$ cat config.mk
export PLATFORM = sky130hd
export DESIGN_NAME = l2_replace
export DESIGN_NICKNAME = d
export VERILOG_FILES = /design/src/logic/l2_cache_pkg.sv /design/src/logic/l2_replace.sv
export VERILOG_INCLUDE_DIRS = /design/src /design/src/logic
export SDC_FILE = /design/constraint.sdc
export NUM_CORES = 2
export LEC_CHECK = 0
export ABC_AREA = 1
export BUFFER_PORTS_ARGS = -buffer_cell sky130_fd_sc_hd__buf_2
export CAP_MARGIN = 20
export CORE_ASPECT_RATIO = 0.9
export CORE_MARGIN = 2
export CORE_UTILIZATION = 55
export DETAILED_ROUTE_END_ITERATION = 16
export PLACE_DENSITY_LB_ADDON = 0.25
export SYNTH_ARGS = -nofsm -noshare
export SYNTH_HDL_FRONTEND = slang
export SYNTH_SLANG_ARGS = --single-unit
$ cat constraint.sdc
create_clock -name clk -period 2.5 [get_ports clk]
set_input_delay 0.25 -clock clk [delete_from_list [all_inputs] [get_ports clk]]
set_output_delay 0.25 -clock clk [all_outputs]
set_load 0.005 [all_outputs]
$ cat src/logic/l2_cache_params.svh
/*
 * Size constants for the four-way L2 cache. Every RTL file includes this
 * header; the package builds its types from these widths.
 */
`ifndef L2_CACHE_PARAMS_SVH
`define L2_CACHE_PARAMS_SVH

`define L2_ADDR_W   32  // request byte address
`define L2_WORD_W   128 // one request word
`define L2_LINE_W   512 // four words per line
`define L2_WAYS     4   // fixed by the 3-bit plru tree
`define L2_INDEX_W  9   // 512 sets
`define L2_WSEL_W   2   // word within line
`define L2_BYTE_W   4   // byte offset, ignored

// tag takes whatever is left above index, word select and byte offset
`define L2_TAG_W    (`L2_ADDR_W - `L2_INDEX_W - `L2_WSEL_W - `L2_BYTE_W)

// memory works in whole lines, addressed by tag then index
`define L2_LADDR_W  (`L2_TAG_W + `L2_INDEX_W)

`endif

$ cat src/logic/l2_cache_pkg.sv
/*
 * Shared types of the L2 cache and the controller state encoding.
 * Referenced by scoped name from the RTL and the testbench.
 */
`include "l2_cache_params.svh"

package l2_cache_pkg;

    typedef logic [`L2_ADDR_W-1:0]        addr_t;
    typedef logic [`L2_WORD_W-1:0]        word_t;
    typedef logic [`L2_LINE_W-1:0]        line_t;
    typedef logic [`L2_TAG_W-1:0]         tag_t;
    typedef logic [`L2_INDEX_W-1:0]       index_t;
    typedef logic [`L2_WSEL_W-1:0]        wsel_t;
    typedef logic [$clog2(`L2_WAYS)-1:0]  way_t;
    typedef logic [`L2_WAYS-1:0]          way_mask_t;
    typedef logic [`L2_LADDR_W-1:0]       line_addr_t; // {tag, index}

    typedef struct packed {
        logic valid;
        logic dirty;
        tag_t tag;
    } tag_entry_t;

    typedef enum logic [1:0] {
        IDLE,
        LOOKUP,
        WRITEBACK,  // dirty victim going out
        REFILL      // waiting for the requested line
    } l2_state_t;

endpackage

$ cat src/logic/l2_replace.sv
/*
 * Replacement state, three tree bits per set. Picks the lowest invalid way
 * first, otherwise follows the tree; each completed access re-points it.
 */
`timescale 1ns/10ps
`include "l2_cache_params.svh"

module l2_replace (
    input  logic                     clk,
    input  logic                     rst,
    input  l2_cache_pkg::index_t     index,
    input  l2_cache_pkg::way_mask_t  valid_ways,
    input  logic                     touch,
    input  l2_cache_pkg::way_t       touch_way,
    output l2_cache_pkg::way_t       victim_way
);

    localparam int SETS = 1 << `L2_INDEX_W;

    logic [2:0] tree [SETS]; // [0] picks half, [1] ways 0/1, [2] ways 2/3
    logic [2:0] cur;

    assign cur = tree[index];

    always_comb begin
        victim_way = '0;
        if (&valid_ways) begin
            if (!cur[0]) begin
                victim_way = cur[1] ? 2'd1 : 2'd0;
            end else begin
                victim_way = cur[2] ? 2'd3 : 2'd2;
            end
        end else begin
            for (int w = `L2_WAYS - 1; w >= 0; w--) begin // lowest invalid
                if (!valid_ways[w]) begin
                    victim_way = l2_cache_pkg::way_t'(w);
                end
            end
        end
    end

    always_ff @(posedge clk) begin
        if (rst) begin
            for (int s = 0; s < SETS; s++) begin
                tree[s] <= 3'b000;
            end
        end else if (touch) begin
            case (touch_way) // point away from the touched way
                2'd0: begin
                    tree[index][0] <= 1'b1;
                    tree[index][1] <= 1'b1;
                end
                2'd1: begin
                    tree[index][0] <= 1'b1;
                    tree[index][1] <= 1'b0;
                end
                2'd2: begin
                    tree[index][0] <= 1'b0;
                    tree[index][2] <= 1'b1;
                end
                default: begin
                    tree[index][0] <= 1'b0;
                    tree[index][2] <= 1'b0;
                end
            endcase
        end
    end

endmodule

-- Yosys cells after proc, flatten, opt, wreduce, memory -nomap -nowiden
Memory sizes are Yosys's and may differ from the RTL's.
Cells that the tools add are included.
- eq/ne operators: 2
- multiplexer cells: 34
- bitwise gates (word level): 5
- reductions and logical operators: 4
- operator list (kind ; number):
    $mux W1 ; 25
    $mux W2 ; 6
    $mux W9 ; 1
    $mux W3 ; 2
    $reduce_or A3 Y1 ; 2
    $or A1 B1 Y1 ; 5
    $reduce_and A4 Y1 ; 1
    $eq A2 B1 Y1 const B ; 1
    $eq A2 B2 Y1 const B ; 1
    $logic_not A2 Y1 ; 1
- bits in registers: 0
- RAM bits: 1536
- output and inout port bits: 2
- memories: 1
- memory list (memory ; words ; bits a word ; rd ports ; clocked after memory_dff ; write ports ; RTL line ; RTL):
    tree ; 512 ; 3 ; 1 ; 0 ; 512 ; l2_replace.sv:20 ; logic [2:0] tree [SETS];

-- Depth between registers and ports, before layout
- depth in word-level cells: 10
- depth in mapped cells: 21
- mapped depth without buffers: 19

-- Worst setup path before layout
OpenSTA, ideal clock, no wires.
- path type: input to output
- start: input port index[0]
- end: output port victim_way[0]
- arrival time: 1.800 ns
- required time: 2.250 ns
- path slack: 0.450 ns
- stages: 19
- buffers on the path: 4
- cells stage by stage: buf_6 -> buf_6 -> buf_2 -> buf_2 -> nand2_1 -> a21oi_1 -> o21ai_0 -> nand2_1 -> nor2_1 -> nor2_1 -> nor2_1 -> nand2_1 -> nand2_1 -> nand2_1 -> nor2_1 -> nand2_1 -> nand2_1 -> nand3_1 -> nand2_1
- longest elaborated chain between the ends: 4
- RTL lines (item ; RTL line ; RTL):
    start, declared ; l2_replace.sv:11 ; input l2_cache_pkg::index_t index,
    $mem_v2 Z512 W3 (*) ; - ;
    $mux W1 (on tied branches) ; l2_replace.sv:29, l2_replace.sv:31 ;
    $mux W2 (*) ; l2_replace.sv:28 ; if (!cur[0]) begin
    $mux W2 (*) ; l2_replace.sv:27 ; if (&valid_ways) begin
    end, declared ; l2_replace.sv:15 ; output l2_cache_pkg::way_t victim_way
Mark *: on every way between the ends. The rest lies on a longest branch, timed or not.

-- Worst setup path after layout
- start: memory tree[417][0]
- end: output port victim_way[0]
- longest elaborated chain between the ends: 3
- RTL lines (item ; RTL line):
    start, declared ; l2_replace.sv:20
    $mem_v2 Z512 W3 ; -
    $mux W2 ; l2_replace.sv:28
    $mux W2 ; l2_replace.sv:27
Every way passes these cells.

==> flow_results.org <==
** Timing
- Transition time at the pin with the least slew margin :: 1.130 ns
- Setup slack on the critical path of the routed design comes to -0.7486 ns.
- Of the available clock period, the critical path in the final layout requires 129.9%.
- Max-slew violation total from the final report :: 0
- Unrepaired setup endpoints after global routing :: yes
- Setup violations remaining at the end of the flow were counted as 2.
- F_max :: 307.8 MHz
- Measured against its own limit, the worst slew margin works out to 24.64%.
- Final hold violations :: 0
- In the final timing run, aggregate negative setup slack is -1.495 ns.
- Final period demand of the worst path :: 3.249 ns

** Global route
- Wire length of the first global-routing pass :: 393.2 mm
- Initial antenna violation count :: 4
- Global routing consumed, over all layers together, 33.33% of the routing resources.
- Global routing finished with a remaining overflow of 0.
- Met1 track demand over resource :: 44.49%
- Most Used Layer, Global Route :: met2
- For met3 alone, demand over resource in global routing was 7.184%.
- Entering global routing, the biggest net connects 199 pins.
- GR met2 Demand/Resource :: 52.83%
- The via count of the first global-routing pass was 69,558.

** Layout
- Relative to the synthesized area, the layout overhead comes to 15.62%.
- Share of post-route cells with drive strength above 1 :: 10.06%
- In the final layout, the registers with the most flip-flops are tree (1536).
- The register with the most flip-flops in the layout has 1,536 of them.
- Register name with the most flops :: tree
- NumNets Final :: 10,747
- Cells fill 64.17% of the core in the end.
- The finished cells cover 0.09532 mm2.
- Number of fillers in the final layout :: 12,314

** Synthesis
- By instance count, the leading cell after synthesis is sky130_fd_sc_hd__nand2_1.
- Post-Synthesis Cells :: 10,714
- Dominant cell type by area after synthesis :: sky130_fd_sc_hd__edfxtp_1
- Yosys synthesis warning count :: 0
- Flip-flop cell with the highest count after synthesis :: sky130_fd_sc_hd__edfxtp_1
- The number of nets in the synthesized netlist is 10,732.
- Average footprint of a synthesized cell :: 7.695 um2
- Counting flops with a built-in enable in the synthesized netlist gives 1,536.
- Number of distinct library cells after synthesis :: 25
- Most used standard cells in the synthesized netlist :: 5,099 x sky130_fd_sc_hd__nand2_1, 1,536 x sky130_fd_sc_hd__edfxtp_1, 1,525 x sky130_fd_sc_hd__nor2_1, 632 x sky130_fd_sc_hd__nand3_1, 584 x sky130_fd_sc_hd__clkbuf_1
- Ranked by total cell area, the synthesized netlist is headed by sky130_fd_sc_hd__edfxtp_1 56%, sky130_fd_sc_hd__nand2_1 23%, sky130_fd_sc_hd__nor2_1 6.9%.
- Sequential element share of the synthesized area :: 55.95%
- Summing every instance area after synthesis gives 0.08244 mm2.
- In this run the biggest area consumer among cell types represents 55.95% of the synthesized area.
- Flip-flop and latch count after synthesis :: 1,536
- After synthesis, the share of flip-flops with an asynchronous set or reset is 0%.

** Setup path
- STA classifies the critical path endpoint as a primary output.
- Type of the setup path with the least slack :: flop to primary output
- STA puts the critical path data arrival time at 3.00 ns.
- STA classifies the critical path startpoint as a flop.
- WP data required :: 2.25 ns
- Critical path fanouts, max :: 2

** Route
- The routed layout has 73,509 vias.
- DRC violations left :: 0
- The detailed router finished its first iteration with 10,401 violations.
- Via count normalized by instance count :: 5.727
- After detailed routing, the average wire length per cell comes to 20.01 um.
- The routed design has 256.9 mm of wire.
- The count of nets left with antenna violations once routing finished came out at 0.
- Before antenna repair, the detailed router went through 6 iterations.

** Clocking
- The tree is rooted in a sky130_fd_sc_hd__clkbuf_16.
- CTS sink count :: 1,536
- Clock buffer count from CTS :: 163
- CTS clk-pin slew, worst paths :: 0.06 ns
- CTS tree :: built
- CTS H-tree depth :: 4
- The clock passes through at most 3 buffers.

** Floorplan
- Initial core utilization :: 55.50%
- The floorplan step set the die width to 412.1 um.
- Placeable core region :: 0.1485 mm2
- In this run the vertical extent of the chip is 371.3 um.
- The die covers 0.1530 mm2.
- FP Rows :: 134
- Number of primary I/O pins :: 20

** Status
- Run status :: finished with violations
- Violated checks :: setup timing

** Place
- Routability Congestion :: 0.9235
- Input and output buffers added on the ports amount to 19.
- Cell area after placement :: 0.08979 mm2
- Placed wire-length estimate after detailed placement :: 160.5 mm

** Power and ir drop
- Summed over all cells, the static leakage comes to 0.04250 uW.
- Dividing total power by cell area gives a power density of 631.7 mW/mm2.
- IR Drop Worst-Case VDD :: 0.0006090 V

** Min path
- The path class of the tightest hold or removal check is primary input to flop.

** Job
- MaxCap Viol Count :: 0
==> worst max-delay path, cell delays in order, from the launching register on <==
cell	delay (ns)
sky130_fd_sc_hd__edfxtp_1	0.41
sky130_fd_sc_hd__nand2_1	0.08
sky130_fd_sc_hd__nand2_1	0.05
sky130_fd_sc_hd__nand2_1	0.06
sky130_fd_sc_hd__nand3_1	0.07
sky130_fd_sc_hd__nand2_1	0.06
sky130_fd_sc_hd__nand2_1	0.06
sky130_fd_sc_hd__nor2_2	0.15
sky130_fd_sc_hd__nor2_1	0.07
sky130_fd_sc_hd__nor2_2	0.20
sky130_fd_sc_hd__nand2_1	0.10
sky130_fd_sc_hd__nand2_2	0.12
sky130_fd_sc_hd__nand2_4	0.11
sky130_fd_sc_hd__buf_6	0.14
sky130_fd_sc_hd__nor2_4	0.07
sky130_fd_sc_hd__nand2_2	0.08
sky130_fd_sc_hd__nand2_2	0.09
sky130_fd_sc_hd__nand3_4	0.10
sky130_fd_sc_hd__nand2_1	0.07
sky130_fd_sc_hd__buf_2	0.11
==> final timing paths <==
kind	cells past startpoint	startpoint	end	slack, ns
worst max-delay path	19	tree[417][0]	victim_way[0]	-0.75
worst min-delay path	3	rst	tree[150][0]	0.14
==> area by class of cell <==
class / instances / area [um2] / area share, %
Antenna cell: 3 / 7.507 / 0.007876
Clock buffer: 203 / 4272 / 4.481
Clock inverter: 94 / 942.2 / 0.9884
Inverter: 509 / 1968 / 2.065
Multi-Input combinational cell: 7797 / 31230 / 32.76
Sequential cell: 1536 / 46120 / 48.39
Tap cell: 1972 / 2467 / 2.589
Timing Repair Buffer: 722 / 8307 / 8.715
==> cells by family after synthesis <==
family                 count (synthesis)  synth area share (%)
buffers and inverters               1381                 6.675
AOI/OAI and AO/OA                    349                 2.125
DFF                                 1536                 55.95
and+or+nand+nor                     7448                 35.25
==> what timing repair did <==
action,in CTS,in global routing
hold endpoints to repair,33,0
pin swaps,30,51
resized for setup,52,42
endpoints found under the setup margin,2,2
buffers inserted,0,0
hold buffers,3,0
==> routing by layer <==
layer,share of wire [%],routed length (um)
met4,4.5,11550
met2,45,116400
met3,13,32740
met1,37,96150
met5,0.0051,13
==> through the flow <==
step / worst slack, ns / total power (uW) / std cells / hold slack (ns)
final: -0.7486 / 60210 / 12836 / 0.1391
after global routing: -0.8657 / 61890 / 12833 / 0.1519
after CTS: -0.7223 / 60140 / 12835 / 0.1019
after detailed placement: -0.9034 / 36220 / 12535 / 0.6183
after global placement: -0.9478 / 36070 / 12535 / 0.6198
after floorplan: 0.4497 / 33740 / 10714 / 0.4350
==> power breakdown <==
part / internal, uW / switching (uW) / total [uW]
combinational: 1890 / 4110 / 6010
clock: 13600 / 10600 / 24300
sequential: 29500 / 388 / 29900
total: 45100 / 15100 / 60200
==> placed cells by master (no fill, tap or decap), types with 2 or more instances in the layout <==
cell,count
sky130_fd_sc_hd__buf_12,231
sky130_fd_sc_hd__clkinv_8,2
sky130_fd_sc_hd__dlygate4sd3_1,3
sky130_fd_sc_hd__nor2_1,1473
sky130_fd_sc_hd__nor2_2,45
sky130_fd_sc_hd__nand2_4,3
sky130_fd_sc_hd__inv_1,476
sky130_fd_sc_hd__a21oi_1,51
sky130_fd_sc_hd__buf_8,2
sky130_fd_sc_hd__inv_6,5
sky130_fd_sc_hd__nor2_4,16
sky130_fd_sc_hd__clkinv_2,34
sky130_fd_sc_hd__clkbuf_1,38
sky130_fd_sc_hd__nand4_1,16
sky130_fd_sc_hd__inv_16,6
sky130_fd_sc_hd__buf_4,467
sky130_fd_sc_hd__inv_2,18
sky130_fd_sc_hd__clkinv_16,2
sky130_fd_sc_hd__nand2_1,5067
sky130_fd_sc_hd__nand3_1,630
sky130_fd_sc_hd__inv_8,3
sky130_fd_sc_hd__edfxtp_1,1536
sky130_fd_sc_hd__nand2_2,30
sky130_fd_sc_hd__nor3_1,161
sky130_fd_sc_hd__clkinv_1,38
sky130_fd_sc_hd__nor3_4,3
sky130_fd_sc_hd__nor4_2,2
sky130_fd_sc_hd__o21ai_2,15
sky130_fd_sc_hd__o21ai_0,181
sky130_fd_sc_hd__diode_2,3
sky130_fd_sc_hd__bufinv_16,14
sky130_fd_sc_hd__buf_2,16
sky130_fd_sc_hd__o21ai_1,98
sky130_fd_sc_hd__buf_6,2
sky130_fd_sc_hd__clkbuf_16,165
sky130_fd_sc_hd__inv_4,4
No activity file was read; power rests on OpenSTA's default activity.
